--- config.mk ---
export PLATFORM = sky130hd
export DESIGN_NAME = cache_top
export DESIGN_NICKNAME = d
export VERILOG_FILES = /design/src/cache_pkg.sv /design/src/cache_top.sv /design/src/mem_port.sv /design/src/cache_datapath.sv /design/src/cache_controller.sv
export SDC_FILE = /design/constraint.sdc
export NUM_CORES = 1
export LEC_CHECK = 0
export BUFFER_PORTS_ARGS = -buffer_cell sky130_fd_sc_hd__buf_2
export CAP_MARGIN = 20
export CORE_MARGIN = 5
export CORE_UTILIZATION = 45
export CTS_CLUSTER_DIAMETER = 120
export DETAILED_ROUTE_END_ITERATION = 7
export GPL_ROUTABILITY_DRIVEN = 0
export SLEW_MARGIN = 20
export SYNTH_ARGS = -nofsm -noshare
export SYNTH_HDL_FRONTEND = slang
export SYNTH_SLANG_ARGS = --single-unit
--- constraint.sdc ---
create_clock -name clk -period 8.27 [get_ports clk]
set_input_delay 1.654 -clock clk [delete_from_list [all_inputs] [get_ports clk]]
set_output_delay 1.654 -clock clk [all_outputs]
set_load 0.05 [all_outputs]
--- src/cache_pkg.sv ---
package cache_pkg;

	// word address and data widths
	localparam int ADDR_W = 16;
	localparam int DATA_W = 32;

	typedef enum logic [2:0] {
		IDLE,
		PROCESS_REQ,
		ALLOCATE,
		WRITEBACK,
		FLUSH
	} cache_state_e;

	typedef enum logic [1:0] {
		MEM_NONE,
		MEM_READ,
		MEM_WRITE
	} mem_op_e;

	// rw set means write
	typedef struct packed {
		logic              rw;
		logic [ADDR_W-1:0] addr;
		logic [DATA_W-1:0] wdata;
	} cpu_req_t;

	typedef struct packed {
		logic              done;
		logic [DATA_W-1:0] rdata;
	} cpu_rsp_t;

	typedef struct packed {
		logic              valid;
		logic              write;
		logic [ADDR_W-1:0] addr;
		logic [DATA_W-1:0] wdata;
	} mem_req_t;

	typedef struct packed {
		logic              valid;
		logic [DATA_W-1:0] rdata;
	} mem_rsp_t;

endpackage
--- src/cache_top.sv ---
`timescale 1ns/1ps

module cache_top #(
	parameter int NUM_LINES   = 16,
	parameter int MEM_CREDITS = 2
) (
	input  logic                clk,
	input  logic                n_rst,
	input  logic                cpu_req,
	input  cache_pkg::cpu_req_t cpu_cmd,
	input  logic                cpu_flush,
	output cache_pkg::cpu_rsp_t cpu_rsp,
	output logic                cache_ready,
	output logic                flush_done,
	output cache_pkg::mem_req_t mem_req,
	input  cache_pkg::mem_rsp_t mem_rsp,
	input  logic                mem_credit
);
	import cache_pkg::*;

	mem_op_e           mem_op;
	logic              req_sent;
	logic              hit;
	logic              dirty;
	logic              fill_en;
	logic              cpu_wr_en;
	logic              flush_step;
	logic              clear_dirty;
	logic              flush_active;
	logic              cpu_done;
	logic [ADDR_W-1:0] victim_addr;
	logic [DATA_W-1:0] victim_data;
	logic [DATA_W-1:0] rdata;

	assign cpu_rsp = '{done: cpu_done, rdata: rdata};

	cache_controller u_ctrl (
		.clk           (clk),
		.n_rst         (n_rst),
		.cpu_req       (cpu_req),
		.cpu_rw        (cpu_cmd.rw),
		.cpu_flush     (cpu_flush),
		.hit           (hit),
		.dirty         (dirty),
		.flush_done    (flush_done),
		.mem_rsp_valid (mem_rsp.valid),
		.req_sent      (req_sent),
		.mem_op        (mem_op),
		.fill_en       (fill_en),
		.cpu_wr_en     (cpu_wr_en),
		.flush_step    (flush_step),
		.clear_dirty   (clear_dirty),
		.flush_active  (flush_active),
		.cache_ready   (cache_ready),
		.cpu_done      (cpu_done)
	);

	cache_datapath #(
		.NUM_LINES (NUM_LINES)
	) u_dp (
		.clk          (clk),
		.n_rst        (n_rst),
		.cpu_cmd      (cpu_cmd),
		.mem_rdata    (mem_rsp.rdata),
		.fill_en      (fill_en),
		.cpu_wr_en    (cpu_wr_en),
		.flush_active (flush_active),
		.flush_step   (flush_step),
		.clear_dirty  (clear_dirty),
		.hit          (hit),
		.dirty        (dirty),
		.victim_addr  (victim_addr),
		.victim_data  (victim_data),
		.rdata        (rdata),
		.flush_done   (flush_done)
	);

	mem_port #(
		.MEM_CREDITS (MEM_CREDITS)
	) u_mem (
		.clk         (clk),
		.n_rst       (n_rst),
		.mem_op      (mem_op),
		.cpu_addr    (cpu_cmd.addr),
		.victim_addr (victim_addr),
		.victim_data (victim_data),
		.mem_credit  (mem_credit),
		.req_sent    (req_sent),
		.mem_req     (mem_req)
	);

endmodule

--- src/mem_port.sv ---
`timescale 1ns/1ps

module mem_port #(
	parameter int MEM_CREDITS = 2
) (
	input  logic                         clk,
	input  logic                         n_rst,
	input  cache_pkg::mem_op_e           mem_op,
	input  logic [cache_pkg::ADDR_W-1:0] cpu_addr,
	input  logic [cache_pkg::ADDR_W-1:0] victim_addr,
	input  logic [cache_pkg::DATA_W-1:0] victim_data,
	input  logic                         mem_credit,
	output logic                         req_sent,
	output cache_pkg::mem_req_t          mem_req
);
	import cache_pkg::*;

	localparam int CNT_W = $clog2(MEM_CREDITS + 1);

	logic [CNT_W-1:0] credits;
	logic             issue;
	logic             is_write;

	// request leaves in the same cycle, if a credit is held
	assign issue    = (mem_op != MEM_NONE) && (credits != '0);
	assign is_write = (mem_op == MEM_WRITE);
	assign req_sent = issue;

	always_comb begin
		mem_req.valid = issue;
		mem_req.write = is_write;
		// reads fetch the CPU address, writes evict the victim
		mem_req.addr  = is_write ? victim_addr : cpu_addr;
		mem_req.wdata = is_write ? victim_data : '0;
	end

	always_ff @(posedge clk, negedge n_rst) begin
		if (!n_rst) begin
			credits <= CNT_W'(MEM_CREDITS);
		end else begin
			case ({mem_credit, issue})
				2'b10: credits <= credits + 1'b1;
				2'b01: credits <= credits - 1'b1;
				default: credits <= credits;
			endcase
		end
	end

endmodule

--- src/cache_datapath.sv ---
`timescale 1ns/1ps

module cache_datapath #(
	parameter int NUM_LINES = 16
) (
	input  logic                         clk,
	input  logic                         n_rst,
	input  cache_pkg::cpu_req_t          cpu_cmd,
	input  logic [cache_pkg::DATA_W-1:0] mem_rdata,
	input  logic                         fill_en,
	input  logic                         cpu_wr_en,
	input  logic                         flush_active,
	input  logic                         flush_step,
	input  logic                         clear_dirty,
	output logic                         hit,
	output logic                         dirty,
	output logic [cache_pkg::ADDR_W-1:0] victim_addr,
	output logic [cache_pkg::DATA_W-1:0] victim_data,
	output logic [cache_pkg::DATA_W-1:0] rdata,
	output logic                         flush_done
);
	import cache_pkg::*;

	localparam int IDX_W = $clog2(NUM_LINES);
	localparam int TAG_W = ADDR_W - IDX_W;

	logic [TAG_W-1:0]     tag_arr [NUM_LINES];
	logic [DATA_W-1:0]    data_arr [NUM_LINES];
	logic [NUM_LINES-1:0] valid_arr;
	logic [NUM_LINES-1:0] dirty_arr;
	logic [IDX_W-1:0]     cpu_idx;
	logic [TAG_W-1:0]     cpu_tag;
	logic [IDX_W-1:0]     flush_idx;
	logic [IDX_W-1:0]     line;

	assign cpu_idx = cpu_cmd.addr[IDX_W-1:0];
	assign cpu_tag = cpu_cmd.addr[ADDR_W-1:IDX_W];

	// flush walks the lines by its own counter
	assign line = flush_active ? flush_idx : cpu_idx;

	assign hit         = valid_arr[cpu_idx] && (tag_arr[cpu_idx] == cpu_tag);
	assign dirty       = valid_arr[line] && dirty_arr[line];
	assign victim_addr = {tag_arr[line], line};
	assign victim_data = data_arr[line];
	assign rdata       = data_arr[cpu_idx];
	assign flush_done  = flush_step && (flush_idx == IDX_W'(NUM_LINES - 1));

	always_ff @(posedge clk) begin
		if (fill_en) begin
			tag_arr[cpu_idx]  <= cpu_tag;
			data_arr[cpu_idx] <= mem_rdata;
		end else if (cpu_wr_en) begin
			data_arr[cpu_idx] <= cpu_cmd.wdata;
		end
	end

	always_ff @(posedge clk, negedge n_rst) begin
		if (!n_rst) begin
			valid_arr <= '0;
			dirty_arr <= '0;
		end else if (fill_en) begin
			// fresh line from memory is clean
			valid_arr[cpu_idx] <= 1'b1;
			dirty_arr[cpu_idx] <= 1'b0;
		end else if (cpu_wr_en) begin
			dirty_arr[cpu_idx] <= 1'b1;
		end else if (clear_dirty) begin
			dirty_arr[line] <= 1'b0;
		end
	end

	always_ff @(posedge clk, negedge n_rst) begin
		if (!n_rst) begin
			flush_idx <= '0;
		end else if (flush_done) begin
			flush_idx <= '0;
		end else if (flush_step) begin
			flush_idx <= flush_idx + 1'b1;
		end
	end

endmodule

--- src/cache_controller.sv ---
`timescale 1ns/1ps

module cache_controller (
	input  logic               clk,
	input  logic               n_rst,
	input  logic               cpu_req,
	input  logic               cpu_rw,
	input  logic               cpu_flush,
	input  logic               hit,
	input  logic               dirty,
	input  logic               flush_done,
	input  logic               mem_rsp_valid,
	input  logic               req_sent,
	output cache_pkg::mem_op_e mem_op,
	output logic               fill_en,
	output logic               cpu_wr_en,
	output logic               flush_step,
	output logic               clear_dirty,
	output logic               flush_active,
	output logic               cache_ready,
	output logic               cpu_done
);
	import cache_pkg::*;

	cache_state_e state;
	cache_state_e next_state;
	logic         flushing;
	logic         cmd_sent;

	always_ff @(posedge clk, negedge n_rst) begin
		if (!n_rst) begin
			state <= IDLE;
		end else begin
			state <= next_state;
		end
	end

	// flush in progress, so a write-back knows where to return
	always_ff @(posedge clk, negedge n_rst) begin
		if (!n_rst) begin
			flushing <= 1'b0;
		end else if (state == IDLE && cpu_flush && !cpu_req) begin
			flushing <= 1'b1;
		end else if (flush_done) begin
			flushing <= 1'b0;
		end
	end

	// memory command already issued in this state
	always_ff @(posedge clk, negedge n_rst) begin
		if (!n_rst) begin
			cmd_sent <= 1'b0;
		end else if (next_state != state) begin
			cmd_sent <= 1'b0;
		end else if (req_sent) begin
			cmd_sent <= 1'b1;
		end
	end

	assign flush_active = flushing;

	always_comb begin
		next_state = state;
		case (state)
			IDLE: begin
				if (cpu_req) begin
					next_state = PROCESS_REQ;
				end else if (cpu_flush) begin
					next_state = FLUSH;
				end
			end
			PROCESS_REQ: begin
				if (hit) begin
					next_state = IDLE;
				end else if (dirty) begin
					next_state = WRITEBACK;
				end else begin
					next_state = ALLOCATE;
				end
			end
			ALLOCATE: begin
				if (mem_rsp_valid) begin
					next_state = PROCESS_REQ;
				end
			end
			WRITEBACK: begin
				if (mem_rsp_valid) begin
					next_state = flushing ? FLUSH : ALLOCATE;
				end
			end
			FLUSH: begin
				if (flush_done) begin
					next_state = IDLE;
				end else if (dirty) begin
					next_state = WRITEBACK;
				end
			end
			default: next_state = IDLE;
		endcase
	end

	always_comb begin
		mem_op      = MEM_NONE;
		fill_en     = 1'b0;
		cpu_wr_en   = 1'b0;
		flush_step  = 1'b0;
		clear_dirty = 1'b0;
		cache_ready = 1'b0;
		cpu_done    = 1'b0;
		case (state)
			IDLE: cache_ready = 1'b1;
			PROCESS_REQ: begin
				if (hit) begin
					cpu_done  = 1'b1;
					cpu_wr_en = cpu_rw;
				end
			end
			ALLOCATE: begin
				if (!cmd_sent) begin
					mem_op = MEM_READ;
				end
				fill_en = mem_rsp_valid;
			end
			WRITEBACK: begin
				if (!cmd_sent) begin
					mem_op = MEM_WRITE;
				end
				clear_dirty = mem_rsp_valid;
			end
			// clean lines are skipped, dirty ones go through write-back
			FLUSH: flush_step = !dirty;
			default: ;
		endcase
	end

endmodule

==> impl_metrics.json <==
{
  "cts_resized": 0,
  "synth_area_per_cell_um2": 19.2,
  "cts_tree": "built",
  "met3_length_um": 7790,
  "num-nets-final": 2089,
  "synth-edff-count": 704,
  "syn_area_um2": 35200,
  "drv_cap": 0,
  "htree_levels": 3,
  "ys_types": 69,
  "total_power_mw": 11.5,
  "skew_ns": 0.0319,
  "drcViolationCount": 0,
  "synth_ff_type": "edfxtp_1",
  "clockBufferDepth": 3,
  "slowest_stage": "or4b_1",
  "fin_tns_setup_ns": 0,
  "fillers": 6245,
  "fin_crit_sh_pct": 84.7,
  "avgViaCountPerCell": 6.67,
  "crit_type": "in2out",
  "ant_nets": 0,
  "r2r_slack_ns": 3.73,
  "synthCells": 1830,
  "critical_path.cell_chain": "buf_4 > buf_4 > mux4_2 > mux4_2 > xor2_1 > or4b_1 > nor2_1 > buf_2",
  "grt_use_total_pct": 24.2,
  "crit_fanout": 64,
  "tightestPinTransition_ns": 1.08,
  "end_kind": "primary output",
  "ioPinCount": 172,
  "yosys-top-cells-area": "edfxtp_1 60%, mux4_2 24%, dfrtp_1 3.0%",
  "die_y_um": 290,
  "vias": 20756,
  "core_area_um2": 77600,
  "top_layer": "met4",
  "port_buffers": 171,
  "setup-violations-final": 0,
  "crit_path_max_incr_delay_ns": 0.73,
  "fmax_ghz": 0.143,
  "synth-seq-cells": 747,
  "routed_wl_um": 102000,
  "initial_core_util_pct": 45.4,
  "cellPowerDensity_nw_per_um2": 286,
  "outcome": "completed",
  "synthArstFlopShare_pct": 5.76,
  "yosys_warnings": 0,
  "cts_made_buffers": 83,
  "clk_pin_slew_ns": 0.06,
  "synthToLayoutAreaGrowth_pct": 14.0,
  "hold_buffers": 0,
  "worstPathArrival_ns": 5.35,
  "clkLatencyLatePin_ns": 0.64,
  "wl_per_cell_um": 32.7,
  "dr.pass1.iters": 5,
  "wl_met1_um": 41400,
  "start_kind": "primary input",
  "row_count": 102,
  "grt_pass1_wl_um": 148000,
  "peakVddDrop_v": 0.000183,
  "worst_hold_path_type": "reg2reg",
  "rsz0062_at_grt": "no",
  "die_area_um2": 84000,
  "cts_root_buffer": "clkbuf_16",
  "yosysTopAreaCell": "edfxtp_1",
  "yosysTopAreaCellShare_pct": 60.0,
  "die_w_um": 290,
  "grt_max_degree": 92,
  "drive_above_1_share_pct": 38.5,
  "grt_pass1_vias": 21049,
  "antennaDiodeCount": 0,
  "synth_nets": 1919,
  "hold_viol": 0,
  "ys_seq_area_share_pct": 63.1,
  "cts_setup_buffers": 0,
  "antenna_found_initial": 4,
  "overflow": 0,
  "fin_crit_ns": 7.01,
  "hpwl_um": 60300,
  "leakagePower_nw": 13.3,
  "drt_iter0_drc": 2235,
  "clock_sinks": 747,
  "slew-limit-headroom_pct": 27.3,
  "wl_met2_um": 50200,
  "worstPathRequired_ns": 6.62,
  "report.final.slew_viol_count": 0
}
==> per-layer routing <==
layer  track usage [%]  vias up
met5                 0        -
met4              6.32        0
met3              4.19      148
met2              39.3     1074
met1              34.7    11283
li1                  -     8251
==> layout by cell type (no fill, tap or decap), drive strengths merged, types with 32 or more instances in the layout <==
| cell | n |
|---|---|
| mux2 | 43 |
| nand2 | 38 |
| dfrtp | 42 |
| o22ai | 68 |
| mux2i | 46 |
| nor3 | 48 |
| edfxtp | 704 |
| mux4 | 374 |
| nor2 | 38 |
| buf | 229 |
| o21ai | 33 |
| clkinv | 33 |
| o21a | 32 |
| clkbuf | 100 |
==> worst max-delay path: cells and delay by family <==
kind	cells	cell delay [ns]
xor gates and xnor gates	1	0.21
buffers and inverters	3	1.62
muxes	2	0.88
and+or+nand+nor	2	0.89
==> cell usage after synthesis (all sizes together), types with 15 or more instances <==
cell type  count
o22ai         68
clkbuf        73
edfxtp       704
a22oi         15
dfrtp         42
mux2          43
a211oi        17
o21a          32
mux4         374
nor3          48
nand2         38
mux2i         46
o21ai         33
nor2          38
a21oi         21
nand2b        15
buf           71
==> stage by stage <==
step / area [µm²] / util [%] / setup WS, ns / hold slack (ns) / instances
global route: 40200 / 51.8 / 1.09 / 0.518 / 3110
finish: 40200 / 51.8 / 1.26 / 0.496 / 3110
global placement: 37300 / 48.1 / 1.28 / 0.472 / 2955
detailed placement: 37400 / 48.1 / 1.24 / 0.476 / 2955
CTS: 40200 / 51.8 / 1.24 / 0.495 / 3110
floorplan: 35200 / - / 1.81 / 0.442 / 1830
==> area by class of cell <==
| class | instances | area, µm² | share of cell area (%) |
|---|---|---|---|
| flip-flops and latches | 747 | 22200 | 55.3 |
| multi-input cells | 923 | 12400 | 30.9 |
| clock buffers | 100 | 2190 | 5.46 |
| repair buffers | 229 | 1370 | 3.41 |
| well taps | 1040 | 1300 | 3.24 |
| clock inverters | 55 | 619 | 1.54 |
| inverters | 16 | 60.1 | 0.150 |
==> cell families after synthesis <==
| family | after synthesis | synth area share [%] |
|---|---|---|
| DFF | 747 | 63.1 |
| muxes | 463 | 26.6 |
| AOI/OAI and AO/OA | 247 | 4.87 |
| and+or+nand+nor | 192 | 2.81 |
| buffers and inverters | 160 | 2.10 |
| xor gates and xnor gates | 19 | 0.472 |
| adders and majority gates | 2 | 0.0710 |
==> flip-flops by register name, summed over array words and instances (netlist names) <==
name	flops
u_mem.credits	2
u_dp.tag_arr	192
u_ctrl.state	3
u_dp.valid_arr	16
u_dp.data_arr	512
u_dp.dirty_arr	16
u_dp.flush_idx	4
u_ctrl.cmd_sent	1
u_ctrl.flush_active	1
==> path summary, 6_finish.rpt <==
path                                               start                             to  cells after the start
setup reg to reg            u_dp.tag_arr[3][2]$_DFFE_PP_  u_dp.data_arr[8][3]$_DFFE_PP_                      8
setup / recovery                             cpu_cmd[35]                    cpu_rsp[32]                      8
hold reg to reg            u_dp.valid_arr[2]$_DFFE_PN0P_  u_dp.valid_arr[2]$_DFFE_PN0P_                      1
hold / removal             u_dp.valid_arr[2]$_DFFE_PN0P_  u_dp.valid_arr[2]$_DFFE_PN0P_                      1
min in group asynchronous                          n_rst      u_ctrl.state[0]$_DFF_PN0_                      1
max in group asynchronous                          n_rst   u_mem.credits[0]$_DFFE_PN0P_                      1
==> where the power goes <==
group / leakage [nW] / switching (mW) / internal [mW] / total (mW)
logic: 5.03 / 1.89 / 1.43 / 3.32
clock network: 1.36 / 1.55 / 2.28 / 3.83
registers: 6.90 / 0.107 / 4.23 / 4.34
total: 13.3 / 3.55 / 7.94 / 11.5
No activity file was read; power rests on OpenSTA's default activity.
